## src/hw/camTrackPkg.sv

```systemverilog
`default_nettype none

package camTrackPkg;

	// ========================================
	// Sizes
	// ========================================
	localparam int pixelBits = 12;
	localparam int coordBits = 10;
	localparam int maxLineWidth = 640;
	localparam int frameCountBits = 16;

	// APB byte addresses
	localparam logic [3:0] regCtrlAddr = 4'h0;
	localparam logic [3:0] regThreshAddr = 4'h4;
	localparam logic [3:0] regStatusAddr = 4'h8;
	localparam logic [3:0] regFrameAddr = 4'hC;

	// Crosshair colour, pure red
	localparam logic [pixelBits-1:0] markerRed = '1;
	localparam logic [pixelBits-1:0] markerGreen = '0;
	localparam logic [pixelBits-1:0] markerBlue = '0;

	// ========================================
	// Stream and register types
	// ========================================

	// Raw Bayer sample from the sensor
	typedef struct packed {
		logic valid;
		logic [pixelBits-1:0] data;
		logic [coordBits-1:0] x;
		logic [coordBits-1:0] y;
		logic frameEnd;
	} rawPixel_t;

	// Half resolution colour pixel, coordinates in 2x2 blocks
	typedef struct packed {
		logic valid;
		logic [pixelBits-1:0] red;
		logic [pixelBits-1:0] green;
		logic [pixelBits-1:0] blue;
		logic [coordBits-1:0] x;
		logic [coordBits-1:0] y;
	} rgbPixel_t;

	// Spot centre in raw pixel units
	typedef struct packed {
		logic found;
		logic [coordBits-1:0] centreX;
		logic [coordBits-1:0] centreY;
	} trackResult_t;

	typedef struct packed {
		logic psel;
		logic penable;
		logic pwrite;
		logic [3:0] paddr;
		logic [31:0] pwdata;
	} apbReq_t;

	typedef struct packed {
		logic [31:0] prdata;
		logic pready;
		logic pslverr;
	} apbRsp_t;

	typedef struct packed {
		logic captureEnable;
		logic overlayEnable;
		logic [pixelBits-1:0] threshold;
	} ctrlReg_t;

endpackage

`default_nettype wire

```

## src/hw/crosshairOverlay.sv

```systemverilog
`timescale 1ns/1ns
`default_nettype none

module crosshairOverlay
(
	input logic D5M_PIXLCLK,
	input logic rst,
	input camTrackPkg::rgbPixel_t rgbIn,
	input camTrackPkg::trackResult_t spot,
	input logic overlayEnable,
	output camTrackPkg::rgbPixel_t pixelOut
);

	logic [camTrackPkg::coordBits-1:0] crossX;
	logic [camTrackPkg::coordBits-1:0] crossY;
	logic onCross;

	// Spot centre is in raw units, the stream in 2x2 blocks
	assign crossX = spot.centreX >> 1;
	assign crossY = spot.centreY >> 1;

	assign onCross = overlayEnable & spot.found & rgbIn.valid &
		((rgbIn.x == crossX) | (rgbIn.y == crossY));

	// ========================================
	// Output register
	// ========================================
	always_ff @(posedge D5M_PIXLCLK)
	begin
		if (rst)
		begin
			pixelOut <= '0;
		end
		else
		begin
			pixelOut <= rgbIn;
			if (onCross)
			begin
				pixelOut.red <= camTrackPkg::markerRed;
				pixelOut.green <= camTrackPkg::markerGreen;
				pixelOut.blue <= camTrackPkg::markerBlue;
			end
		end
	end

endmodule

`default_nettype wire

```

## config.mk

```make
export PLATFORM = sky130hd
export DESIGN_NAME = crosshairOverlay
export DESIGN_NICKNAME = d
export VERILOG_FILES = /design/src/hw/camTrackPkg.sv /design/src/hw/crosshairOverlay.sv
export SDC_FILE = /design/constraint.sdc
export NUM_CORES = 1
export LEC_CHECK = 0
export BUFFER_PORTS_ARGS = -buffer_cell sky130_fd_sc_hd__buf_2
export CORE_UTILIZATION = 41
export DETAILED_ROUTE_END_ITERATION = 8
export HOLD_SLACK_MARGIN = 0.02
export PLACE_DENSITY = 0.78
export SLEW_MARGIN = 20
export SYNTH_ARGS = -nofsm -noshare
export SYNTH_HDL_FRONTEND = slang
export SYNTH_SLANG_ARGS = --single-unit
```

## constraint.sdc

```tcl
create_clock -name D5M_PIXLCLK -period 1.5 [get_ports D5M_PIXLCLK]
set_clock_uncertainty 0.1 [all_clocks]
set_input_delay 0.075 -clock D5M_PIXLCLK [delete_from_list [all_inputs] [get_ports D5M_PIXLCLK]]
set_output_delay 0.075 -clock D5M_PIXLCLK [all_outputs]
set_load 0.03 [all_outputs]
```

After elaboration in Yosys (flattened, before gate mapping):

Cells that the tools add are included.

* equality and inequality tests: 2
* muxes and demuxes: 1
* bitwise logic cells: 4
* reductions and logical operators: 1

Operators by type and width (count)
* 36-bit 2-to-1 mux: 1
* 10-bit by 9-bit == test with 1-bit output: 2
* 1-bit AND: 3
* 2-bit OR reduction: 1
* 1-bit OR: 1

* register bits: 57
* bits of input ports: 81
* output and inout port bits: 57
* word-level logic and storage cells: 14

Depth between registers and ports, before layout:

* depth in word-level cells: 4
* gate-level depth with buffers: 6
* gate-level depth less buffers: 4

Worst setup path after synthesis:

OpenSTA, ideal clock, no wires.

* path kind: input port to flip-flop
* start point: in spot[4] in the netlist's numbering
* end point: reg pixelOut[24] in the netlist's numbering
* library setup time: 148 ps
* data arrival time: 972 ps
* data required time: 1252 ps
* setup slack: 280 ps
* stages on the path: 6
* path buffers: 2
* cell sequence: xor2_1 > nor4_1 > and3_1 > buf_2 > buf_6 > nor4b_2

* cells in the longest elaborated chain, start to end: 4

RTL lines
* start: declaration: line crosshairOverlay.sv:9 `input camTrackPkg::trackResult_t spot,`
* 10-bit by 9-bit == test with 1-bit output: line crosshairOverlay.sv:23 `((rgbIn.x == crossX) | (rgbIn.y == crossY));`
* 1-bit OR: line crosshairOverlay.sv:23
* 1-bit AND: line crosshairOverlay.sv:22 `assign onCross = overlayEnable & spot.found & rgbIn.valid &`
* 2-bit OR reduction (no line)
* end signal: assignment: line crosshairOverlay.sv:36 `pixelOut <= rgbIn;`
* end: declaration: line crosshairOverlay.sv:11 `output camTrackPkg::rgbPixel_t pixelOut`

Every way passes these cells.
A chain may end at the register's enable or synchronous reset.

Worst setup path in the final report:

* start point: in rgbIn[19] in the netlist's numbering
* end point: reg pixelOut[37] in the netlist's numbering

* cells in the longest elaborated chain, start to end: 4

RTL lines
* start: declaration: line crosshairOverlay.sv:8 `input camTrackPkg::rgbPixel_t rgbIn,`
* 10-bit by 9-bit == test with 1-bit output: line crosshairOverlay.sv:23
* 1-bit OR: line crosshairOverlay.sv:23
* 1-bit AND: line crosshairOverlay.sv:22
* 2-bit OR reduction (no line)

Every way passes these cells.

==> reports/qor.yml <==
ir_drop_mv: 0.7826
area_growth_pct: 72.82
startpoint: "rgbIn[19]"
synthTopCellsByCount: "dfxtp_1, nor2b_1, nor4b_2, xor2_1"
first_pass_iters: 4
cp_max_fo: 24
synth_top_area_share_pct: 54.00
syn_inst: 175
max_freq_mhz: 696.2
tns_ns: 0
pwr_density_cell_nw_per_um2: 1051
relSlewSlack_pct: 77.79
synth-main-ff-cell: "dfxtp_1"
drt_iter0_markers: 60
grt_overflow_total: 0
setup_viol: 0
wl_met1_um: 2255
drive_above_1_share_pct: 47.47
ioPinCount: 138
place.gp.congestion: 0.7262
drcViolationCount: 0
critPathRequiredTime_ns: 1.59
port_buffers: 135
crit_type: "in2reg"
fp.dieH_um: 73.80
outcome: "finished, final reports clean"
clk_path_buf_depth: 2
largest_reg_flops: 57
routedWlPerCell_um: 13.57
synth_edf_count: 0
hold_path_class: "in2reg"
wl_met2_um: 3169
yosys.cell_count.top_type: "dfxtp_1"
slew_viol_final: 0
cts_setup_buffers: 0
multi_input_area_um2: 827.0
fillers: 330
cts.htree.levels: 3
cts_tree: "done"
clock_sinks: 57
holdCritStartpoint: "rst"
dp_hpwl_um: 3440
ys.warnings.count: 0
top_layer: "met4"
period_share_pct: 95.76
async_reset_ff_share_pct: 0
route.antenna.remaining_nets: 0
cts_buffers: 9
antenna_found_initial: 0
grt_pass1_vias: 2108
cp-end-kind: "flop"
final_core_util_pct: 75.33
syn_area_um2: 2113
worst_pin_slew_ns: 0.3332
dieArea_um2: 5446
regArea_um2: 1141
cp.arrival_ns: 1.53
layout.nets: 451
grt_max_degree: 30
yosysTopAreaCell: "dfxtp_1"
die_w_um: 73.80
fin_crit_ns: 1.436
synthTopCellsByArea: "dfxtp_1, nor4b_2, xor2_1, nor2b_1, a31oi_1"
vias: 2042
syn_nets: 256
grt_first_pass_wirelength_um: 9108
root_buffer: "clkbuf_8"
rsz0062_at_grt: "no"
diodes: 0
power.leakage_nw: 1.764
top_register: "pixelOut"
reg.largest.list: "pixelOut: 57 flops"
seq_area_frac_synth_pct: 54.00
synth_area_per_cell_um2: 12.08
route.met3.wl_um: 360
viasPerCell: 4.620
grt_usage_pct: 22.90
initial_core_util_pct: 43.59
ys_types: 17
wl_um: 6000
hold_viol: 0
core_um2: 4848
clkTransAtPathRegs_ns: 0.06
synth-seq-cells: 57
rows: 25
start_kind: "primary input"
max-cap-violations: 0
-- where the power goes --
part | leakage, nW | switching (W) | total (W) | internal (W)
registers | 0.475 | 0.0000195 | 0.00162 | 0.00160
logic | 1.17 | 0.000350 | 0.000665 | 0.000315
clock network | 0.116 | 0.000562 | 0.00156 | 0.000996
-- placed cells by master (no fill, tap or decap), types with 4 or more instances in the layout --
cell type      instances
nor2b_1               21
inv_1                 12
nor4_1                 7
a31oi_1               12
xor2_1                18
clkbuf_8              14
buf_2                135
nor3_1                 4
dlygate4sd3_1         57
nor4b_2               19
dfxtp_1               57
-- timing repair --
| item | CTS | global route |
|---|---|---|
| hold buffers | 57 | 0 |
| setup endpoints to repair | 0 | 12 |
| gates resized for setup | 0 | 2 |
| endpoints found under the hold margin | 57 | 0 |
-- worst max-delay path: stages --
cell and delay, ns:
dlygate4sd3_1 0.53, buf_2 0.13, nor4_1 0.26, and3_1 0.24, buf_12 0.21, nor4b_2 0.07
-- per-layer routing --
layer / track usage (%) / vias up
met1: 22.35 / 922
met4: 14.32 / 0
met3: 6.447 / 20
met5: 0 / -
li1: - / 998
met2: 42.20 / 102
-- worst paths after layout --
kind	slack [ns]	cells after the start	to
worst max-delay path	0.06	6	pixelOut[37]$_SDFF_PP0_
worst min-delay path	0.08	3	pixelOut[16]$_SDFF_PP0_
-- logic make-up after synthesis --
family                    count (synthesis)  share of synthesized area [%]
AOI/OAI and AO/OA                        12                          3.552
buffers and inverters                    26                          7.460
DFF                                      57                          54.00
xor gates and xnor gates                 18                          7.460
and+or+nand+nor                          62                          27.53
-- area by class of cell --
type / instances / area share [%]
repair buffers: 198 / 36.38
flip-flops and latches: 57 / 31.24
multi-input cells: 92 / 22.64
clock inverters: 1 / 0.8222
inverters: 12 / 1.233
clock buffers: 15 / 5.379
well taps: 67 / 2.295
-- through the flow --
stage	hold slack [ns]	setup slack (ns)	instances	cell area, um^2	power (W)
detailed placement	0.2205	0.08817	369	2843	0.002185
global placement	0.2089	0.1083	369	2843	0.002173
floorplan	0.1032	0.2801	175	2113	0.001966
finish	0.08317	0.06366	442	3652	0.003838
global route	0.1013	0.0007138	442	3652	0.003992
CTS	0.06678	0.09949	442	3640	0.003857
Power figures use the tool's default switching activity.
