`src/hw/camTrackPkg.sv`:
```
`default_nettype none

package camTrackPkg;

	// ========================================
	// Sizes
	// ========================================
	localparam int pixelBits = 12;
	localparam int coordBits = 10;
	localparam int maxLineWidth = 640;
	localparam int frameCountBits = 16;

	// APB byte addresses
	localparam logic [3:0] regCtrlAddr = 4'h0;
	localparam logic [3:0] regThreshAddr = 4'h4;
	localparam logic [3:0] regStatusAddr = 4'h8;
	localparam logic [3:0] regFrameAddr = 4'hC;

	// Crosshair colour, pure red
	localparam logic [pixelBits-1:0] markerRed = '1;
	localparam logic [pixelBits-1:0] markerGreen = '0;
	localparam logic [pixelBits-1:0] markerBlue = '0;

	// ========================================
	// Stream and register types
	// ========================================

	// Raw Bayer sample from the sensor
	typedef struct packed {
		logic valid;
		logic [pixelBits-1:0] data;
		logic [coordBits-1:0] x;
		logic [coordBits-1:0] y;
		logic frameEnd;
	} rawPixel_t;

	// Half resolution colour pixel, coordinates in 2x2 blocks
	typedef struct packed {
		logic valid;
		logic [pixelBits-1:0] red;
		logic [pixelBits-1:0] green;
		logic [pixelBits-1:0] blue;
		logic [coordBits-1:0] x;
		logic [coordBits-1:0] y;
	} rgbPixel_t;

	// Spot centre in raw pixel units
	typedef struct packed {
		logic found;
		logic [coordBits-1:0] centreX;
		logic [coordBits-1:0] centreY;
	} trackResult_t;

	typedef struct packed {
		logic psel;
		logic penable;
		logic pwrite;
		logic [3:0] paddr;
		logic [31:0] pwdata;
	} apbReq_t;

	typedef struct packed {
		logic [31:0] prdata;
		logic pready;
		logic pslverr;
	} apbRsp_t;

	typedef struct packed {
		logic captureEnable;
		logic overlayEnable;
		logic [pixelBits-1:0] threshold;
	} ctrlReg_t;

endpackage

`default_nettype wire

```
`src/hw/apbRegs.sv`:
```
`timescale 1ns/1ns
`default_nettype none

module apbRegs
(
	input logic D5M_PIXLCLK,
	input logic rst,
	input camTrackPkg::apbReq_t apbReq,
	output camTrackPkg::apbRsp_t apbRsp,
	output camTrackPkg::ctrlReg_t ctrl,
	input camTrackPkg::trackResult_t spot,
	input logic [camTrackPkg::frameCountBits-1:0] frameCount
);

	logic access;
	logic mapped;
	logic readOnly;
	logic [31:0] readData;

	// Access phase, no wait states
	assign access = apbReq.psel & apbReq.penable;

	// ========================================
	// Address decode and read mux
	// ========================================
	always_comb
	begin
		mapped = 1'b1;
		readOnly = 1'b0;
		readData = '0;
		case (apbReq.paddr)
			camTrackPkg::regCtrlAddr:
				readData = {30'b0, ctrl.overlayEnable, ctrl.captureEnable};
			camTrackPkg::regThreshAddr:
				readData = 32'(ctrl.threshold);
			camTrackPkg::regStatusAddr:
			begin
				readOnly = 1'b1;
				readData = {spot.found, 5'b0, spot.centreY, 6'b0, spot.centreX};
			end
			camTrackPkg::regFrameAddr:
			begin
				readOnly = 1'b1;
				readData = 32'(frameCount);
			end
			default:
				mapped = 1'b0;
		endcase
	end

	always_comb
	begin
		apbRsp.pready = access;
		apbRsp.pslverr = access & (~mapped | (apbReq.pwrite & readOnly));
		apbRsp.prdata = (access & ~apbReq.pwrite) ? readData : '0;
	end

	// Control and threshold registers
	always_ff @(posedge D5M_PIXLCLK)
	begin
		if (rst)
			ctrl <= '0;
		else if (access && apbReq.pwrite)
		begin
			if (apbReq.paddr == camTrackPkg::regCtrlAddr)
			begin
				ctrl.captureEnable <= apbReq.pwdata[0];
				ctrl.overlayEnable <= apbReq.pwdata[1];
			end
			if (apbReq.paddr == camTrackPkg::regThreshAddr)
				ctrl.threshold <= apbReq.pwdata[camTrackPkg::pixelBits-1:0];
		end
	end

endmodule

`default_nettype wire

```
`config.mk`:
```
export PLATFORM = sky130hd
export DESIGN_NAME = apbRegs
export DESIGN_NICKNAME = d
export VERILOG_FILES = /design/src/hw/camTrackPkg.sv /design/src/hw/apbRegs.sv
export SDC_FILE = /design/constraint.sdc
export NUM_CORES = 1
export LEC_CHECK = 0
export ABC_AREA = 0
export BUFFER_PORTS_ARGS = -buffer_cell sky130_fd_sc_hd__buf_2
export CORE_MARGIN = 1
export CORE_UTILIZATION = 38
export CTS_BUF_LIST = sky130_fd_sc_hd__clkbuf_2
export CTS_CLUSTER_SIZE = 30
export DETAILED_ROUTE_END_ITERATION = 12
export PLACE_DENSITY = 0.87
export SLEW_MARGIN = 20
export SYNTH_ARGS = -nofsm -noshare
export SYNTH_HDL_FRONTEND = slang
export SYNTH_SLANG_ARGS = --single-unit
```
`constraint.sdc`:
```
create_clock -name D5M_PIXLCLK -period 2.1 [get_ports D5M_PIXLCLK]
set_input_delay 0.42 -clock D5M_PIXLCLK [delete_from_list [all_inputs] [get_ports D5M_PIXLCLK]]
set_output_delay 0.42 -clock D5M_PIXLCLK [all_outputs]
set_load 0.005 [all_outputs]
```
## Word level (Yosys, flattened, before mapping)

Cells that the tools add are included.

- Register bits: 14
- Word-level logic and storage cells: 23
- Input bits: 78
- Output and inout port bits: 48

- Bitwise gates (word level): 7
- Multiplexer cells: 4
- Reductions and logical operators: 6
- Equal/unequal tests: 3

Operators with widths:

| kind | count |
|---|---|
| one-hot mux 32 bit (4 select lines) | 1 |
| 2-to-1 mux 32 bit | 1 |
| equality test 4 bit (second input constant) | 2 |
| bitwise AND 1 bit | 4 |
| equality test 4 x 3 -> 1 bit (second input constant) | 1 |
| zero test 4 bit | 1 |
| AND reduction 2 bit | 2 |
| OR reduction 4 bit | 1 |
| 2-to-1 mux 1 bit | 2 |
| inverter 1 bit | 2 |
| OR reduction 2 bit | 1 |
| logical AND 1 bit | 1 |
| bitwise OR 1 bit | 1 |

## Depth between registers and ports, before layout

- Depth after elaboration: 6
- Depth in mapped cells: 5
- Mapped depth without buffers: 3

## Worst setup path after synthesis

No wires, ideal clock.

- Kind: input-to-output
- Start point: in apbReq[36] in the netlist's numbering
- End point: out apbRsp[10] in the netlist's numbering
- Path buffers: 1
- Data arrival time: 1.198 ns
- Data required time: 1.680 ns
- Cell stages on the path: 4
- Setup slack: 0.482 ns
- Path through: nand3b_4 or3_1 buf_2 nor2_1

RTL lines:

| item | line | RTL |
|---|---|---|
| start: declaration | apbRegs.sv:8 | `input camTrackPkg::apbReq_t apbReq,` |
| end: declaration | apbRegs.sv:9 | `output camTrackPkg::apbRsp_t apbRsp,` |

==> flow_metrics.tcl <==
set metrics [dict create \
    floorplan.initialDensity_pct 41.4 \
    ys_top_cells_by_area "dfxtp_1 24%, mux2i_1 15%, nand2b_1 14%" \
    worst-setup-path-type "in2out" \
    power_density_nw_per_um2 314 \
    clk_path_buf_depth 2 \
    layout.cells.non_filler 263 \
    ctsHoldBuffers 0 \
    p_total_uw 528 \
    path_cells "buf_2, nand3b_4, or3_1, nor2_1, buf_2" \
    largest_reg_flops 14 \
    yosysWarnings 0 \
    drc 10 \
    drive_gt1_share_pct 50.9 \
    io_buffers 100 \
    dieArea_um2 3310 \
    endpoint_kind "output port" \
    synth_top_cell_by_area "dfxtp_1" \
    setup_viol 0 \
    top_register "ctrl" \
    hold_viol_final 0 \
    die_w_um 57.5 \
    via_count 1317 \
    diodes 0 \
    worst_path_max_delay_cell "or3_1" \
    grt_setup_unrepaired "false" \
    clk_pin_slew_ps 130 \
    crit_fanout 12 \
    reg.largest.list "ctrl: 14 flops" \
    post_cts_resize_count 0 \
    fin_crit_ps 1980 \
    period_share_pct 94.5 \
    place_congestion 0.800 \
    power_leakage_nw 0.891 \
    cts.htree.levels 1 \
    cts.sinks 14 \
    cpMostUsedCell "buf_2" \
    grt.overflow.total 0 \
    drv_cap 0 \
    area_growth_pct 43.8 \
    syn_area_um2 1170 \
    track_usage_pct 20.0 \
    drt_iter0_markers 60 \
    synth_top_area_share_pct 23.9 \
    most-common-layout-cells "100 x buf_2, 26 x nand2b_1, 18 x mux2i_1" \
    dp_cells 260 \
    post_drt_wl_per_cell_um 12.6 \
    boundaryPins 126 \
    cp-start-kind "input port" \
    avgViaCountPerCell 5.01 \
    die_height_um 57.5 \
    clkLatencyLatePin_ps 260 \
    status "complete, but fails checks" \
    required_ps 1680 \
    max_freq_ghz 0.504 \
    cts_tree "built" \
    holdCritPathClass "in2reg" \
    grt_max_degree 27 \
    core-area_um2 2830 \
    wirelength_um 3310 \
    dr.pass1.iters 9 \
    cts-root-buf "clkbuf_2" \
    layout.nets 312 \
    synth_cell_types 29 \
    cp_data_arrival_time_ps 1560 \
    final_common_cell "buf_2" \
    grt_pass1_vias 1169 \
    ys_ff_latch 14 \
    synth.avg_cell_area_um2 8.74 \
    antenna_found_initial 0 \
    grt_pass1_wl_um 5240 \
    ir_drop_uv 314 \
    row_count 19 \
    fin_setup_tns_ps 0 \
    fin_skew_ps 0 \
    violations "design-rule violations" \
    detail-route-antenna-nets 0 \
    dp.final_hpwl_um 2620 \
    post-cts-setup-buffer-count 0 \
    slowest_delay_ps 540 \
    cts_buffers 3 \
    seq_area_frac_synth_pct 23.9 \
    syn_inst 134 \
    fin_util_pct 59.5 \
    drv_slew 0 \
]
==> through the flow <==
| stage | hold slack (ps) | setup WS [ps] | cell area, um^2 |
|---|---|---|---|
| after detailed placement | 481 | 125 | 1670 |
| final | 390 | 115 | 1680 |
| after floorplan | 477 | 482 | 1190 |
| after CTS | 369 | 120 | 1680 |
| after global placement | 473 | 123 | 1670 |
| after global routing | 372 | 21.5 | 1680 |
==> synth_stat cells <==
master,n
or3_1,1
a22oi_1,5
dfxtp_1,14
and2b_2,1
and4_1,1
nand3_1,1
nand2_1,1
nor2_1,13
a21boi_0,1
nand2b_1,26
a32oi_1,2
a222oi_1,3
mux2_2,5
o22a_1,2
buf_2,3
nor3_4,1
and4bb_1,1
nand3b_4,1
buf_6,2
or3_4,1
and2_1,16
clkbuf_1,3
buf_4,6
nor2b_1,2
nor4b_2,1
nand4_1,1
conb_1,1
mux2i_1,18
or3b_1,1
==> worst paths after layout <==
check,start,endpoint,slack (ps),depth (start not counted)
max,apbReq[36],apbRsp[2],120,5
min,apbReq[8],ctrl[8],390,3
max reg2reg,ctrl[13],ctrl[13],1480,2
min reg2reg,ctrl[7],ctrl[7],500,2
==> kinds of logic after synthesis <==
kind of cell    synth area share [%]
compound gates                  9.40
buf+inv                         8.01
flops                           23.9
mux                             20.2
other cells                    0.320
simple gates                    38.1
==> final cells by class <==
type / count / area [um^2]
Tap cell: 31 / 38.8
Fill cell: 276 / 1140
Multi-Input combinational cell: 110 / 812
Clock buffer: 3 / 15.0
Sequential cell: 14 / 280
Timing Repair Buffer: 105 / 538
==> power breakdown <==
part,internal [mW],leakage [nW],switching (mW),total [mW]
Clock,0.0390,0.0125,0.0813,0.120
Combinational,0.0788,0.766,0.0615,0.140
Sequential,0.267,0.113,0.000819,0.267
Total,0.384,0.891,0.144,0.528
==> routing by layer <==
layer  routed length, um  vias up  track usage, %
li1                    -      655               -
met1                1350      588            23.5
met4                  17        0            9.06
met5                   0        -               0
met2                1650       72            35.9
met3                 291        2            2.49
==> worst max-delay path, delay by kind of cell <==
kind,cells,cell delay [ps]
buf+inv,2,260
simple gates,3,880
Note: power is estimated with default switching activity, not from simulation.
