### src/hw/camTrackPkg.sv
`default_nettype none

package camTrackPkg;

	// ========================================
	// Sizes
	// ========================================
	localparam int pixelBits = 12;
	localparam int coordBits = 10;
	localparam int maxLineWidth = 640;
	localparam int frameCountBits = 16;

	// APB byte addresses
	localparam logic [3:0] regCtrlAddr = 4'h0;
	localparam logic [3:0] regThreshAddr = 4'h4;
	localparam logic [3:0] regStatusAddr = 4'h8;
	localparam logic [3:0] regFrameAddr = 4'hC;

	// Crosshair colour, pure red
	localparam logic [pixelBits-1:0] markerRed = '1;
	localparam logic [pixelBits-1:0] markerGreen = '0;
	localparam logic [pixelBits-1:0] markerBlue = '0;

	// ========================================
	// Stream and register types
	// ========================================

	// Raw Bayer sample from the sensor
	typedef struct packed {
		logic valid;
		logic [pixelBits-1:0] data;
		logic [coordBits-1:0] x;
		logic [coordBits-1:0] y;
		logic frameEnd;
	} rawPixel_t;

	// Half resolution colour pixel, coordinates in 2x2 blocks
	typedef struct packed {
		logic valid;
		logic [pixelBits-1:0] red;
		logic [pixelBits-1:0] green;
		logic [pixelBits-1:0] blue;
		logic [coordBits-1:0] x;
		logic [coordBits-1:0] y;
	} rgbPixel_t;

	// Spot centre in raw pixel units
	typedef struct packed {
		logic found;
		logic [coordBits-1:0] centreX;
		logic [coordBits-1:0] centreY;
	} trackResult_t;

	typedef struct packed {
		logic psel;
		logic penable;
		logic pwrite;
		logic [3:0] paddr;
		logic [31:0] pwdata;
	} apbReq_t;

	typedef struct packed {
		logic [31:0] prdata;
		logic pready;
		logic pslverr;
	} apbRsp_t;

	typedef struct packed {
		logic captureEnable;
		logic overlayEnable;
		logic [pixelBits-1:0] threshold;
	} ctrlReg_t;

endpackage

`default_nettype wire

### src/hw/ccdCapture.sv
`timescale 1ns/1ns
`default_nettype none

module ccdCapture
(
	input logic D5M_PIXLCLK,
	input logic rst,
	input logic [camTrackPkg::pixelBits-1:0] d5mData,
	input logic d5mFval,
	input logic d5mLval,
	input logic captureEnable,
	output camTrackPkg::rawPixel_t rawOut,
	output logic [camTrackPkg::frameCountBits-1:0] frameCount
);

	logic [camTrackPkg::pixelBits-1:0] rData;
	logic rFval;
	logic rLval;
	logic prevFval;
	logic prevLval;
	logic frameActive;
	logic [camTrackPkg::coordBits-1:0] xCount;
	logic [camTrackPkg::coordBits-1:0] yCount;
	logic [camTrackPkg::coordBits-1:0] curX;
	logic [camTrackPkg::coordBits-1:0] curY;
	logic fvalRise;
	logic fvalFall;
	logic lineEnd;
	logic pixelValid;

	// ========================================
	// Pin registers and edge detection
	// ========================================
	always_ff @(posedge D5M_PIXLCLK)
	begin
		rData <= d5mData;
	end

	always_ff @(posedge D5M_PIXLCLK)
	begin
		if (rst)
		begin
			rFval <= 1'b0;
			rLval <= 1'b0;
			prevFval <= 1'b0;
			prevLval <= 1'b0;
		end
		else
		begin
			rFval <= d5mFval;
			rLval <= d5mLval;
			prevFval <= rFval;
			prevLval <= rLval;
		end
	end

	assign fvalRise = rFval & ~prevFval;
	assign fvalFall = prevFval & ~rFval;
	assign lineEnd = prevLval & ~rLval;

	// Enable only sampled at the start of a frame
	assign pixelValid = rFval & rLval & (fvalRise ? captureEnable : frameActive);
	assign curX = fvalRise ? '0 : xCount;
	assign curY = fvalRise ? '0 : yCount;

	// ========================================
	// Counters and output stage
	// ========================================
	always_ff @(posedge D5M_PIXLCLK)
	begin
		if (rst)
		begin
			frameActive <= 1'b0;
			xCount <= '0;
			yCount <= '0;
			frameCount <= '0;
			rawOut <= '0;
		end
		else
		begin
			rawOut.valid <= pixelValid;
			rawOut.data <= rData;
			rawOut.x <= curX;
			rawOut.y <= curY;
			rawOut.frameEnd <= fvalFall & frameActive;

			if (fvalRise)
				frameActive <= captureEnable;
			else if (fvalFall)
				frameActive <= 1'b0;

			if (fvalFall && frameActive)
				frameCount <= frameCount + 1'b1;

			if (pixelValid)
			begin
				xCount <= curX + 1'b1;
				yCount <= curY;
			end
			else if (fvalRise)
			begin
				xCount <= '0;
				yCount <= '0;
			end
			else if (lineEnd)
			begin
				xCount <= '0;
				// Only lines that carried pixels advance y
				if (xCount != '0)
					yCount <= yCount + 1'b1;
			end
		end
	end

endmodule

`default_nettype wire

### config.mk
export PLATFORM = sky130hd
export DESIGN_NAME = ccdCapture
export DESIGN_NICKNAME = d
export VERILOG_FILES = /design/src/hw/camTrackPkg.sv /design/src/hw/ccdCapture.sv
export SDC_FILE = /design/constraint.sdc
export NUM_CORES = 1
export LEC_CHECK = 0
export ABC_CLOCK_PERIOD_IN_PS = 3000
export BUFFER_PORTS_ARGS = -buffer_cell sky130_fd_sc_hd__buf_2
export CAP_MARGIN = 40
export CORE_MARGIN = 1
export CORE_UTILIZATION = 45
export DETAILED_ROUTE_END_ITERATION = 8
export PLACE_DENSITY = 0.68
export RECOVER_POWER = 100
export SYNTH_ARGS = -nofsm -noshare
export SYNTH_HDL_FRONTEND = slang
export SYNTH_SLANG_ARGS = --single-unit
### constraint.sdc
create_clock -name D5M_PIXLCLK -period 3 [get_ports D5M_PIXLCLK]
set_input_delay 0 -clock D5M_PIXLCLK [delete_from_list [all_inputs] [get_ports D5M_PIXLCLK]]
set_output_delay 0 -clock D5M_PIXLCLK [all_outputs]
set_load 0.005 [all_outputs]
=== Word level (Yosys, flattened, before mapping) ===
Index checks and enable logic that the tools add are counted.

* Reductions and logical operators: 6
* Add/sub/neg operators: 3
* Bitwise logic cells: 9
* Muxes and demuxes: 12

{| class="wikitable"
|+ Operator list
! kind !! count
|-
| 10-bit two-way mux || 9
|-
| 10-bit by 1-bit adder with 10-bit output (second input constant) || 2
|-
| 16-bit by 1-bit adder with 16-bit output (second input constant) || 1
|-
| 10-bit nonzero test || 1
|-
| 1-bit bitwise AND || 6
|-
| 3-bit nonzero test || 2
|-
| 1-bit two-way mux || 3
|-
| 1-bit inverter || 3
|-
| 2-bit AND reduction || 1
|-
| 2-bit nonzero test || 1
|-
| 1-bit logical AND || 1
|}

* Bits in registers: 87
* Output and inout port bits: 50

=== Longest topological paths before layout ===
* Word-level depth: 6
* Gate-level depth with buffers: 11

=== Least setup slack after synthesis ===
No wires, ideal clock.

* Kind: flip-flop to flip-flop
* From: reg rFval
* To: reg xCount[8] in the netlist's numbering
* Cell stages (with the launch flop): 10
* Path slack: 1158 ps
* Required time: 2868 ps
* Arrival: 1710 ps
* Path through: dfxtp_1 ha_1 nand2b_1 inv_1 ha_1 nand3_1 nor3_1 a21oi_1 o21ai_0 a21oi_1

* Cells in the longest elaborated chain, start to end: 4
* Elaborated cells on any way between the ends: 9

{| class="wikitable"
|+ RTL lines
! item !! RTL line !! source
|-
| start: declaration || ccdCapture.sv:17 || <nowiki>logic rFval;</nowiki>
|-
| start signal: assignment || ccdCapture.sv:50 || <nowiki>rFval <= d5mFval;</nowiki>
|-
| 1-bit bitwise AND || ccdCapture.sv:57 || <nowiki>assign fvalRise = rFval & ~prevFval;</nowiki>
|-
| 10-bit two-way mux || ccdCapture.sv:63 || <nowiki>assign curX = fvalRise ? '0 : xCount;</nowiki>
|-
| named net curX, one bit || ccdCapture.sv:24 || <nowiki>logic [camTrackPkg::coordBits-1:0] curX;</nowiki>
|-
| 10-bit by 1-bit adder with 10-bit output || ccdCapture.sv:97 || <nowiki>xCount <= curX + 1'b1;</nowiki>
|-
| 10-bit two-way mux || ccdCapture.sv:95 || <nowiki>if (pixelValid)</nowiki>
|-
| end signal: assignment || ccdCapture.sv:97 ||
|-
| end: declaration || ccdCapture.sv:22 || <nowiki>logic [camTrackPkg::coordBits-1:0] xCount;</nowiki>
|}

The timed path passes the listed nets, and every way through them passes these cells.
A chain may end at the register's enable or synchronous reset.

=== Worst setup path after layout ===
* From: reg rFval
* To: reg xCount[2] in the netlist's numbering

* Cells in the longest elaborated chain, start to end: 4
* Elaborated cells on any way between the ends: 9

{| class="wikitable"
|+ RTL lines
! item !! RTL line
|-
| 1-bit bitwise AND || ccdCapture.sv:57
|-
| 10-bit two-way mux or 1-bit two-way mux (tied branches) || ccdCapture.sv:63, ccdCapture.sv:62
|-
| 10-bit by 1-bit adder with 10-bit output or 1-bit bitwise AND (tied branches) || ccdCapture.sv:97, ccdCapture.sv:62
|-
| 10-bit two-way mux or 3-bit nonzero test (tied branches) || n/a
|}

Several ways; a longest one is shown, not always the timed one.

==> metrics.cfg <==
[global_route]
overflow=0
gr-usage-all-layers_pct=18.1
grt_max_degree=52
antenna_found_initial=0
grt_first_pass_wirelength_um=10600
first_global_vias=2305

[cts]
clockRootBuffer=clkbuf_8
cts_tree=done
cts_setup_buffers=0
cts_buffers=9
htree_levels=3
cts.sinks=87
clock_latency_ns=0.35
cts_buffer_depth=2
clkSlewWorstSetupHoldPaths_ns=0.08

[logic_synthesis]
synth-seq-cells=87
synth_area_leader_cell=dfxtp_1
synth_top_flop_cell=dfxtp_1
yosysWarnings=0
syn_inst=334
netlist_area_um2=3220
avgSynthCellArea_um2=9.65
synth_top_area_share_pct=54.1
synth-seq-area-share_pct=54.1
synth_cell_types=41
synth_top_cells_by_area=dfxtp_1, nor2_1, and2_1
syn_nets=357
async_flop_share_pct=0
synth_edf_count=0

[layout]
final_nets=438
syn_to_final_growth_pct=22.9
layout_common_cells=dfxtp_1, buf_2, nor2_1, clkbuf_1
layout_commonest_cell=dfxtp_1
drive_above_1_share_pct=16.7
final_cell_area_um2=3960
diodes=0
utilization_pct=57.7

[flow_run]
maxCapViolCount=0

[power]
vdd_drop_max_v=0.000353
power_density_nw_per_um2=548
p_leak_nw=1.58

[die]
die_area_um2=7500
coreArea_um2=6870
die_w_um=86.6
boundaryPins=67
std_cell_rows=30
die_h_um=86.6
start_util_pct=46.9

[sta]
fin_crit_sh_pct=78.4
tns_ns=0
period_minus_slack_ns=2.35
clock-skew-final_ns=0.00880
clock.fmax_mhz=425
rsz0062_at_grt=false
finalMaxSlewViolations=0
whs_ns=0.0533
hold_viol_final=0
tightest_slew_ns=0.604
final-setup-viol-count=0
relSlewSlack_pct=59.5

[worst_setup_path]
cp.required_ns=3.28
start_kind=flop
r2r_start=rFval
crit_path_max_fanout=15
slowest_delay_ns=0.50
path_class=flop to flop
r2r_end=xCount[2]
crit_path_frequent_cell=nor2_1
endpoint_kind=flop
r2r_slack_ns=0.65
cp_slowest_cell=nor2_1
cp_data_arrival_time_ns=2.63
rr_worst_depth=6
path_cells=ha_1, mux2i_1, nor2_1, nor2_1, o21ai_0, a21oi_1

[drt]
via_per_inst=5.02
final_antenna_net_count=0
dr.pass1.iters=5
wl_per_cell_um=12.4
route.detailed.drc=0
drt_iter0_markers=191
vias=2591
wirelength_um=6390

[worst_hold_path]
min_path_type=primary input to flop
hold_path_depth=5
min_from=captureEnable
hold_end=frameActive

[status]
status=complete, no violations

[placed_design]
place_congestion=0.785
placed_cell_area_um2=3630
dpl.hpwl_um=4180
port_buffers=66

worst max path at each step:
stage,end,startpoint,cells after the start,slack [ns]
floorplan,xCount[8],rFval,9,1.16
global route,xCount[8],prevFval,10,0.45
detailed placement,xCount[2],rFval,6,0.70
global placement,xCount[6],rFval,6,0.84
CTS,xCount[2],rFval,6,0.67
finish,xCount[2],rFval,6,0.65
per-stage QoR:
step                instances  setup slack (ns)  power [W]
floorplan                 334              1.16    0.00126
global placement          486             0.844    0.00129
detailed placement        486             0.699    0.00129
CTS                       516             0.668    0.00219
global route              516             0.455    0.00226
finish                    516             0.648    0.00217
layer usage:
| layer | GRT usage (%) | part of all wire (%) | vias up |
|---|---|---|---|
| li1 | - | - | 1311 |
| met1 | 22.9 | 47 | 1183 |
| met2 | 29.2 | 46 | 85 |
| met3 | 4.00 | 5.7 | 12 |
| met4 | 9.24 | 2.0 | 0 |
| met5 | 0 | 0 | - |
cells in the mapped netlist (2+ instances only):
cell type / n
a21oi_1: 17
a31oi_1: 7
and2_1: 19
and3_1: 3
and4_1: 4
buf_2: 3
clkbuf_1: 7
dfxtp_1: 87
ha_1: 6
inv_1: 10
mux2i_1: 5
nand2_1: 16
nand2b_1: 4
nand3_1: 18
nand3b_1: 3
nand4_1: 7
nor2_1: 36
nor2b_1: 18
nor3_1: 7
nor3b_1: 2
nor4_2: 2
o211ai_1: 2
o21ai_0: 16
or2_1: 2
or3_1: 6
or3b_1: 2
xnor2_1: 6
xor2_1: 6
worst max-delay path, delay by kind of cell, from the launching register on:
family,cells,cell delay [ns]
simple gates,2,0.68
fa+ha+maj,1,0.47
flops,1,0.42
compound gates,2,0.38
mux,1,0.33
what timing repair did:
action | in CTS | in global routing
gates resized for setup | 0 | 0
setup endpoints to repair | 0 | 0
endpoints found under the hold margin | 14 | 0
hold buffers | 14 | 0
cell type report:
type                       instances  area (um^2)
clock buffer                      11          141
clock inverter                     5         81.3
fill                             630         2910
inverter                          10         37.5
multi-input combinational        226         1380
sequential                        87         1740
tap                               96          120
timing repair buffer              81          455
power breakdown:
group / internal (W) / leakage (nW) / switching [W]
clock network: 0.000492 / 0.110 / 0.000407
registers: 0.00117 / 0.709 / 0.00000761
logic: 0.0000410 / 0.761 / 0.0000492
kinds of logic (layout without fill, tap and decap cells):
family / after synthesis / count (layout) / synth area share (%)
simple gates: 152 / 152 / 26.4
mux: 5 / 5 / 1.55
fa+ha+maj: 6 / 6 / 2.33
compound gates: 51 / 51 / 9.83
xor+xnor: 12 / 12 / 3.26
buf+inv: 21 / 107 / 2.56
flops: 87 / 87 / 54.1
flip-flops by register name, indices dropped and copies added (netlist names):
name / flops
rawOut: 34
frameCount: 16
rData: 12
xCount: 10
yCount: 10
frameActive: 1
prevFval: 1
prevLval: 1
rFval: 1
rLval: 1
(Power assumes the default switching activity.)
