--- config.mk ---
export PLATFORM = sky130hd
export DESIGN_NAME = lightTracker
export DESIGN_NICKNAME = d
export VERILOG_FILES = /design/src/hw/camTrackPkg.sv /design/src/hw/lightTracker.sv
export SDC_FILE = /design/constraint.sdc
export NUM_CORES = 1
export LEC_CHECK = 0
export BUFFER_PORTS_ARGS = -buffer_cell sky130_fd_sc_hd__buf_2
export CAP_MARGIN = 20
export CORE_ASPECT_RATIO = 0.6
export CORE_MARGIN = 1
export CORE_UTILIZATION = 50
export CTS_BUF_LIST = sky130_fd_sc_hd__clkbuf_8
export CTS_CLUSTER_DIAMETER = 150
export DETAILED_ROUTE_END_ITERATION = 6
export PLACE_DENSITY_LB_ADDON = 0.1
export SLEW_MARGIN = 20
export SYNTH_ARGS = -nofsm -noshare
export SYNTH_HDL_FRONTEND = slang
export SYNTH_SLANG_ARGS = --single-unit
--- constraint.sdc ---
create_clock -name D5M_PIXLCLK -period 1.9 [get_ports D5M_PIXLCLK]
set_input_delay 0.095 -clock D5M_PIXLCLK [delete_from_list [all_inputs] [get_ports D5M_PIXLCLK]]
set_output_delay 0.095 -clock D5M_PIXLCLK [all_outputs]
set_load 0.02 [all_outputs]
--- src/hw/camTrackPkg.sv ---
`default_nettype none

package camTrackPkg;

	// ========================================
	// Sizes
	// ========================================
	localparam int pixelBits = 12;
	localparam int coordBits = 10;
	localparam int maxLineWidth = 640;
	localparam int frameCountBits = 16;

	// APB byte addresses
	localparam logic [3:0] regCtrlAddr = 4'h0;
	localparam logic [3:0] regThreshAddr = 4'h4;
	localparam logic [3:0] regStatusAddr = 4'h8;
	localparam logic [3:0] regFrameAddr = 4'hC;

	// Crosshair colour, pure red
	localparam logic [pixelBits-1:0] markerRed = '1;
	localparam logic [pixelBits-1:0] markerGreen = '0;
	localparam logic [pixelBits-1:0] markerBlue = '0;

	// ========================================
	// Stream and register types
	// ========================================

	// Raw Bayer sample from the sensor
	typedef struct packed {
		logic valid;
		logic [pixelBits-1:0] data;
		logic [coordBits-1:0] x;
		logic [coordBits-1:0] y;
		logic frameEnd;
	} rawPixel_t;

	// Half resolution colour pixel, coordinates in 2x2 blocks
	typedef struct packed {
		logic valid;
		logic [pixelBits-1:0] red;
		logic [pixelBits-1:0] green;
		logic [pixelBits-1:0] blue;
		logic [coordBits-1:0] x;
		logic [coordBits-1:0] y;
	} rgbPixel_t;

	// Spot centre in raw pixel units
	typedef struct packed {
		logic found;
		logic [coordBits-1:0] centreX;
		logic [coordBits-1:0] centreY;
	} trackResult_t;

	typedef struct packed {
		logic psel;
		logic penable;
		logic pwrite;
		logic [3:0] paddr;
		logic [31:0] pwdata;
	} apbReq_t;

	typedef struct packed {
		logic [31:0] prdata;
		logic pready;
		logic pslverr;
	} apbRsp_t;

	typedef struct packed {
		logic captureEnable;
		logic overlayEnable;
		logic [pixelBits-1:0] threshold;
	} ctrlReg_t;

endpackage

`default_nettype wire

--- src/hw/lightTracker.sv ---
`timescale 1ns/1ns
`default_nettype none

module lightTracker
(
	input logic D5M_PIXLCLK,
	input logic rst,
	input camTrackPkg::rawPixel_t rawIn,
	input logic [camTrackPkg::pixelBits-1:0] threshold,
	output camTrackPkg::trackResult_t result
);

	logic [camTrackPkg::coordBits-1:0] minX;
	logic [camTrackPkg::coordBits-1:0] maxX;
	logic [camTrackPkg::coordBits-1:0] minY;
	logic [camTrackPkg::coordBits-1:0] maxY;
	logic anyHit;
	logic bright;
	logic [camTrackPkg::coordBits:0] sumX;
	logic [camTrackPkg::coordBits:0] sumY;

	assign bright = rawIn.valid && (rawIn.data >= threshold);

	// Midpoints, one extra bit for the carry
	assign sumX = {1'b0, minX} + {1'b0, maxX};
	assign sumY = {1'b0, minY} + {1'b0, maxY};

	// ========================================
	// Bounding box of bright pixels
	// ========================================
	always_ff @(posedge D5M_PIXLCLK)
	begin
		if (rst)
		begin
			minX <= '1;
			maxX <= '0;
			minY <= '1;
			maxY <= '0;
			anyHit <= 1'b0;
		end
		else if (rawIn.frameEnd)
		begin
			// Empty box for the next frame
			minX <= '1;
			maxX <= '0;
			minY <= '1;
			maxY <= '0;
			anyHit <= 1'b0;
		end
		else if (bright)
		begin
			anyHit <= 1'b1;
			if (rawIn.x < minX)
				minX <= rawIn.x;
			if (rawIn.x > maxX)
				maxX <= rawIn.x;
			if (rawIn.y < minY)
				minY <= rawIn.y;
			if (rawIn.y > maxY)
				maxY <= rawIn.y;
		end
	end

	// ========================================
	// Per frame result
	// ========================================
	always_ff @(posedge D5M_PIXLCLK)
	begin
		if (rst)
		begin
			result <= '0;
		end
		else if (rawIn.frameEnd)
		begin
			if (anyHit)
			begin
				result.found <= 1'b1;
				result.centreX <= sumX[camTrackPkg::coordBits:1];
				result.centreY <= sumY[camTrackPkg::coordBits:1];
			end
			else
			begin
				// Nothing above threshold this frame
				result <= '0;
			end
		end
	end

endmodule

`default_nettype wire

Word level (Yosys, flattened, before mapping)
Cells that the tools add are included.
Operators by class
  $add $sub $neg: 2
  multipliers: 0
  divide/modulo/power cells: 0
  order comparisons: 5
  equality and inequality tests: 0
  shift operators: 0
  muxes and demuxes: 1
  bitwise logic cells: 0
  reduce and logical (&&, ||, !) cells: 6
Operators by type and width (number)
  $add A10 B10 Y11: 2
  $mux W21: 1
  $gt A10 B10 Y1: 2
  $lt A10 B10 Y1: 2
  $ge A12 B12 Y1: 1
  $reduce_and A2 Y1: 4
  $reduce_or A2 Y1: 1
  $logic_and A1 B1 Y1: 1
Storage, ports and cells
  bits in registers: 62
  bits in latches: 0
  memory bits (writable): 0
  bits in read-only memories: 0
  input port bits: 48
  output and inout bits: 21
  memories: 0

Logic depth before layout (Yosys ltp)
Gate-level depths: netlist of the first run.
  depth after elaboration: 3
  depth in mapped cells: 9
  mapped depth without buffers: 8

Worst setup path before layout of the first run
No wires, ideal clock.
  path type: reg2reg
  start: reg minX[0] in the netlist's numbering
  end: reg result[19] in the netlist's numbering
  setup time: 0.120 ns
  data arrival time: 1.846 ns
  required time: 1.780 ns
  path slack: -0.065 ns
  cell stages (with the launch flop): 9
  path through: dfxtp_1 > and2_1 > fa_1 > a211oi_1 > nor2_1 > o31a_1 > o221a_2 > o211ai_1 > nand2_1
Between the ends
  cells in the longest elaborated chain, start to end: 2
Ends and longest elaborated chain
  from (decl): RTL line lightTracker.sv:13  | logic [camTrackPkg::coordBits-1:0] minX;
  from (signal assigned): RTL line lightTracker.sv:54  | minX <= rawIn.x;
  $add A10 B10 Y11: RTL line lightTracker.sv:25  | assign sumX = {1'b0, minX} + {1'b0, maxX};
  $mux W21: RTL line lightTracker.sv:75  | if (anyHit)
  to (decl): RTL line lightTracker.sv:10  | output camTrackPkg::trackResult_t result
No other way between the ends.
A chain may end at the register's enable or synchronous reset.

Final worst setup path of the first run
  start: reg minX[0] in the netlist's numbering
  end: reg result[15] in the netlist's numbering
The elaborated chain is that of the path after synthesis.

==> implementation parameters, run 1 <==
Parameter                              Value

Timing
  Clock tree skew after final layout ... about 7.7 ps
  Setup_tns ... -307.8 ps
  Setup repair after global routing missed its margin ... true
  Worst max-slew margin expressed relative to the limit ... 52.81%
  Transition time at the pin with the least slew margin ... 707.9 ps
  Top achievable clock speed ... just under 0.5 GHz
  Total count of hold-check failures in the final report ... 0
  Number of pins with negative max-slew slack in the final report ... 0
  Period minus WS final ... between 2000 and 2500 ps
  Endpoints failing setup ... 6
  Post-route fraction of the period consumed by the critical path ... 106.0%
  Crit path setup slack, layout ... -114.9 ps

Critical path
  Delay of the slowest cell on the worst path ... 350 ps
  WS Path Type ... register to register
  CP cell instances ... and2_4 -> fa_2 -> a211oi_2 -> nor2_1 -> o31a_1 -> buf_4 -> buf_6 -> a211o_1 -> nand2_1
  Worst Setup End Kind ... register
  Maximum fanout count along the critical path ... 2
  Delay-heaviest family, CP ... compound AO/OA/AOI/OAI gates
  Nature of the critical path startpoint ... register
  Worst EP required ... about 2200 ps
  Slowest stage cell, crit path ... fa_2
  Arrival time of data at the critical path endpoint ... 2310 ps
  Total buffers and inverters traversed by the critical path ... 2

Global route
  Total global routing overflow ... 0
  Overall fraction of global-route tracks in use ... approximately a quarter
  Top Usage Layer GRT ... met2
  Maximum number of pins on one net before global-route repair ... 42
  Met3 layer usage reported by global route ... between 8 and 9%
  Antenna violations before repair ... 1
  Vias in the first global route ... roughly 3,800
  Fraction of met2 tracks used by global routing ... 38.33%
  Met1 demand-to-capacity share in global routing ... roughly two fifths
  First-pass GRT wire length ... approximately 18 mm

Synthesis
  Cells taking the most area after synthesis ... dfxtp_1, ha_1, nand3_1, o21ai_0, inv_1
  Number of library cell types mapped by synthesis ... 54
  Net Count, Synth ... around 640
  Post-synthesis instance total ... roughly 520
  Leading area contributor after synthesis ... dfxtp_1
  Seq/Total Area, Yosys ... 28.26%
  Avg Cell Area, Syn ... about 8.4 µm²
  Top_reg_cell synth ... dfxtp_1
  Count of flip-flops with a built-in enable after synthesis ... 0
  Top cells by count, synth ... ha_1, dfxtp_1, nand3_1
  Count leader, synth ... ha_1
  Share of synthesized registers carrying an async set or reset ... 0%
  Synthesized cell area ... about 0.0044 mm²
  Synth warn ... 0
  Post-synthesis sequential element count ... 62
  Area share of the leading cell type in the synthesized netlist ... between 20 and 30%

Routing
  Detailed-route DRC error count ... 0
  Detailed Route WL ... approximately 13 mm
  Starting DRT DRC Count ... about 380
  Antenna viol nets, final ... 0
  Pre-antenna DRT Iters ... 4
  Average detailed-routed wire length per instance ... 16.73 µm
  Number of vias in the routed layout ... between 4,000 and 5,000
  Vias per cell ... around 5.8

Power and ir drop
  Overall power consumption ... approximately 3.4 mW
  Leakage power ... ~2.7 nW
  Maximum resistive drop on vdd ... 0.3075 mV
  Power per Cell Area ... around 570 mW/mm²

CTS
  CTS tree ... built
  Insertion delay to the later sink of the worst-skew pair ... around 350 ps
  Quantity of hold-fixing buffers added after cts ... 0
  Number of clock sinks seen by CTS ... 62
  Deepest level of the CTS H-tree ... 3
  Max Buffers Root-to-Sink ... 2
  Cell at the root of the clock tree ... clkbuf_8
  Clock transition at the registers of the reported paths ... around 70 ps
  Num CTS Buffers ... 9

Die
  Die span in x ... ~120 µm
  Core outline area ... 0.008523 mm²
  Number of top-level pins ... 69
  Die Footprint ... about 0.009 mm²
  Initial core utilization ... roughly 52%
  Die height ... between 70 and 80 µm
  Number of cell rows ... 26

Outcome
  Violated checks ... negative setup slack
  Run status ... finished with violations

Layout
  Post-layout utilization of the core ... between 60% and 70%
  Final std cell area, no fill ... slightly below 0.006 mm²
  Growth of design area from synthesis to finish ... 34.73%
  Layout Nets ... about 760
  Layout cells sized above 1 ... between 40% and 50%
  Number of inserted diodes ... 0

Run
  Number of violations of the max-capacitance limit ... 0

Placement
  Detailed placer's ending HPWL ... 8.743 mm
  Number of buffers inserted by port buffering ... 68
  Cell Area, Placed ... 0.005122 mm²
  Final RePlAce weighted congestion ... 0.8696

Hold path
  Path class of the lowest-slack min-delay path ... input pin to register
layout make-up:
cell class | count | area, µm²
fill | 655 | 2606
inverter | 53 | 198.9
timing repair buffer | 120 | 778.2
sequential | 62 | 1292
clock inverter | 4 | 47.55
clock buffer | 11 | 151.4
multi-input combinational | 393 | 3308
tap | 112 | 140.1
worst min-delay path: cells and delay by family:
| family | cells | cell delay [ps] |
|---|---|---|
| AO/OA/AOI/OAI | 1 | 50 |
| buffers and inverters | 1 | 130 |
| AND/OR/NAND/NOR | 1 | 80 |
cells in the final DEF, fill, tap and decap left out, types with 9 or more instances in the layout:
master	instances
a21oi_1	13
nor2_1	14
buf_2	68
dfxtp_2	14
ha_4	17
o21ai_1	30
ha_1	51
inv_1	48
dfxtp_1	39
nand3_1	57
buf_4	44
dfxtp_4	9
a21o_1	14
nand2_1	27
a21oi_2	28
o21ai_0	32
clkbuf_8	11
per-stage QoR:
stage          setup WS [ps]  hold WS, ps  instances
2_1_floorplan         -5.167        242.8        523
3_3_place_gp          -46.83        399.0        730
3_5_place_dp          -147.3        400.5        730
4_1_cts               -38.15        35.21        749
5_1_grt               -209.1        38.28        755
6_report              -114.9        47.12        755
metal layers:
layer	vias up	part of all wire (%)
met5	-	0.10
met4	2	0.97
met3	17	7.4
met2	183	42
met1	2002	49
li1	2152	-
repair_timing:
item | in CTS | in global routing
setup buffers | 3 | 4
resized for setup | 23 | 100
pin swaps | 3 | 35
setup endpoints to repair | 49 | 51
gates cloned | 1 | 2
final timing paths:
check                                             start                       to  slack [ps]  depth (start not counted)
worst max register to register     minX[0]$_SDFFE_PP1P_  result[15]$_SDFFE_PP0P_        -110                          9
worst max-delay path               minX[0]$_SDFFE_PP1P_  result[15]$_SDFFE_PP0P_        -110                          9
worst min register to register  result[15]$_SDFFE_PP0P_  result[15]$_SDFFE_PP0P_         440                          2
worst min-delay path                          rawIn[12]     maxX[1]$_SDFFE_PP0P_          50                          3
power breakdown:
part | switching [mW] | total, mW | internal, mW
clock network | 0.508 | 1.17 | 0.665
logic | 0.466 | 0.836 | 0.370
registers | 0.0268 | 1.35 | 1.32
total | 1.00 | 3.36 | 2.36
registers in the layout, summed over array words and instances, names as in the netlist:
| register | count |
|---|---|
| maxX | 10 |
| result | 21 |
| minY | 10 |
| minX | 10 |
| maxY | 10 |
| anyHit | 1 |
cell families after synthesis:
kind of cell | after synthesis | synth area share (%)
simple gates | 139 | 15.41
fa+ha+maj | 70 | 20.29
buf+inv | 71 | 7.322
compound gates | 174 | 27.29
mux | 1 | 0.2279
xor+xnor | 6 | 1.197
flops | 62 | 28.26
No activity file was read; power rests on OpenSTA's default activity.
==> run 2, diff against run 1 <==
--- a/config.mk
+++ b/config.mk
@@ -9,7 +9,7 @@
 export CAP_MARGIN = 20
 export CORE_ASPECT_RATIO = 0.6
 export CORE_MARGIN = 1
-export CORE_UTILIZATION = 50
+export CORE_UTILIZATION = 30
 export CTS_BUF_LIST = sky130_fd_sc_hd__clkbuf_8
 export CTS_CLUSTER_DIAMETER = 150
 export DETAILED_ROUTE_END_ITERATION = 6
==> run 2 against run 1 <==
  * The run still ends with negative setup slack left
  * Critical path depth fell by 1
  * Final area rose by 1.5%
  * Clock power fell by 9%
  * Register-to-register slack improved by 70 ps
  * Highest routed layer is now met4
  * Total power fell by 2.9%
==> implementation parameters, run 2 (synthesized netlist as in run 1, its figures left out) <==
Parameter                              Value

CTS
  CTS tree ... built
  Clock transition at the registers of the reported paths ... about 80 ps
  Num CTS Buffers ... 9
  Max Buffers Root-to-Sink ... 2
  Cell at the root of the clock tree ... clkbuf_8
  Number of clock sinks seen by CTS ... slightly above 60
  Insertion delay to the later sink of the worst-skew pair ... about 360 ps
  Deepest level of the CTS H-tree ... 3

Routing
  Pre-antenna DRT Iters ... 4
  Antenna viol nets, final ... 0
  Detailed-route DRC error count ... 0
  Number of vias in the routed layout ... 4,207
  Detailed Route WL ... between 10 and 15 mm
  Starting DRT DRC Count ... a little over 200
  Average detailed-routed wire length per instance ... around 16 µm
  Vias per cell ... 4.961

Timing
  Setup repair after global routing missed its margin ... true
  Number of pins with negative max-slew slack in the final report ... 0
  Minimum hold slack ... 32.38 ps
  Setup_tns ... -80.62 ps
  Transition time at the pin with the least slew margin ... approximately 730 ps
  Total count of hold-check failures in the final report ... 0
  Post-route fraction of the period consumed by the critical path ... 102.6%
  Clock tree skew after final layout ... about 6.9 ps
  Endpoints failing setup ... 2
  Worst max-slew margin expressed relative to the limit ... 51.25%
  Period minus WS final ... 1949 ps
  Top achievable clock speed ... 0.5132 GHz
  Crit path setup slack, layout ... -48.51 ps

Power and ir drop
  Combinational fraction of design power ... a little over a quarter
  Clock group share of total power ... 32.5%
  Total net switching power ... 1.061 mW
  Proportion of power drawn by flip-flops and latches ... between 40 and 50%
  Switching share of power ... 32.53%
  Maximum resistive drop on vdd ... ~0.27 mV
  Leakage power ... 2.763 nW
  Overall power consumption ... 3.261 mW
  Power per Cell Area ... between 500 and 600 mW/mm²
  Internal power ... roughly 2.2 mW

Die
  Die height ... between 90 and 100 µm
  Die Footprint ... 0.01514 mm²
  Number of top-level pins ... 69
  Initial core utilization ... about a third
  Core outline area ... about 0.014 mm²
  Die span in x ... 158.2 µm
  Number of cell rows ... 33

Global route
  Vias in the first global route ... about 3,800
  First-pass GRT wire length ... 20.63 mm
  Total global routing overflow ... 0
  Antenna violations before repair ... 0
  Maximum number of pins on one net before global-route repair ... 41
  Overall fraction of global-route tracks in use ... between 10% and 20%

Layout
  Layout Nets ... around 770
  Largest reg by FF count ... result
  Non-filler instance count after layout ... ~850
  Max FFs per register ... 21
  Final std cell area, no fill ... 0.006008 mm²
  Commonest non-fill, non-tap cell in the layout ... buf_2
  Number of inserted diodes ... 0
  Growth of design area from synthesis to finish ... 36.81%
  Commonest cells after routing, fill and taps aside ... buf_2, ha_1, buf_4
  Layout cells sized above 1 ... approximately two fifths
  Post-layout utilization of the core ... between 40% and 50%

Run
  Number of violations of the max-capacitance limit ... 0

Placement
  Detailed placer's ending HPWL ... between 9 and 10 mm
  Cell Area, Placed ... roughly 0.0053 mm²
  Post-placement cell count ... between 800 and 900
  Final RePlAce weighted congestion ... between 0.8 and 0.9
  DP Worst Slack ... -125.2 ps
  Number of buffers inserted by port buffering ... between 60 and 70

Critical path
  Maximum fanout count along the critical path ... 3
  Destination of the worst register-to-register timing path ... result[19]$_SDFFE_PP0P_
  Nature of the critical path startpoint ... register
  Worst EP required ... ~2100 ps
  Internal reg-to-reg setup slack ... -50 ps
  Worst reg2reg path depth ... 8
  Reg-to-reg critical path startpoint ... minX[0]$_SDFFE_PP1P_
  Arrival time of data at the critical path endpoint ... 2190 ps
  Worst setup path startpoint ... minX[0]$_SDFFE_PP1P_
  WS Path Type ... register to register
  Worst Setup End Kind ... register

Hold path
  Path class of the lowest-slack min-delay path ... input pin to register
  Endpoint of the worst hold path ... maxX[6]$_SDFFE_PP0P_
  Cell count of the worst hold path ... 3
  Hold wc startpoint ... rawIn[17]

Outcome
  Run status ... finished with violations
  Violated checks ... negative setup slack
[run 2: worst max-delay path: stages (launching register included)]
cell      delay (ps)
dfxtp_2          320
and2_4           150
fa_2             340
a211oi_2         180
nor2_1            80
o31a_1           280
o221a_2          250
o211ai_1         160
nand2_1           60
[run 2: final cells by class]
class / count / area, µm²
clock buffer: 10 / 137.6
fill: 1415 / 7948
inverter: 53 / 198.9
sequential: 62 / 1282
multi-input combinational: 392 / 3233
timing repair buffer: 133 / 887.1
tap: 192 / 240.2
clock inverter: 6 / 28.78
[run 2: power by group through the flow]
stage / combinational (mW) / sequential [mW] / clock [mW]
6_report: 0.848 / 1.35 / 1.06
5_1_grt: 0.938 / 1.36 / 1.15
4_1_cts: 0.757 / 1.35 / 1.11
3_5_place_dp: 0.727 / 1.38 / 0
3_3_place_gp: 0.720 / 1.38 / 0
2_1_floorplan: 0.444 / 1.39 / 0
[run 2: worst max path at each step]
stage	slack, ps	depth (start not counted)	to
after detailed placement	-130	8	result[17]$_SDFFE_PP0P_
after floorplan	-5	8	result[19]$_SDFFE_PP0P_
after global placement	-120	8	result[17]$_SDFFE_PP0P_
after global routing	-120	8	result[19]$_SDFFE_PP0P_
after CTS	-50	8	result[19]$_SDFFE_PP0P_
final	-50	8	result[19]$_SDFFE_PP0P_
[run 2: layer usage]
metal / GRT usage, % / up-vias / wire, µm
met3: 4.007 / 11 / 861
met4: 5.529 / 0 / 135
met1: 28.96 / 1918 / 7446
met2: 23.17 / 115 / 4991
li1: - / 2163 / -
met5: 0 / - / 0
[run 2: timing repair]
action,4_1_cts,5_1_grt
setup endpoints to repair,49,52
resized for setup,24,102
pin swaps,6,44
buffers inserted,3,2
endpoints found under the hold margin,0,1
hold buffers,0,1
cloned,2,1
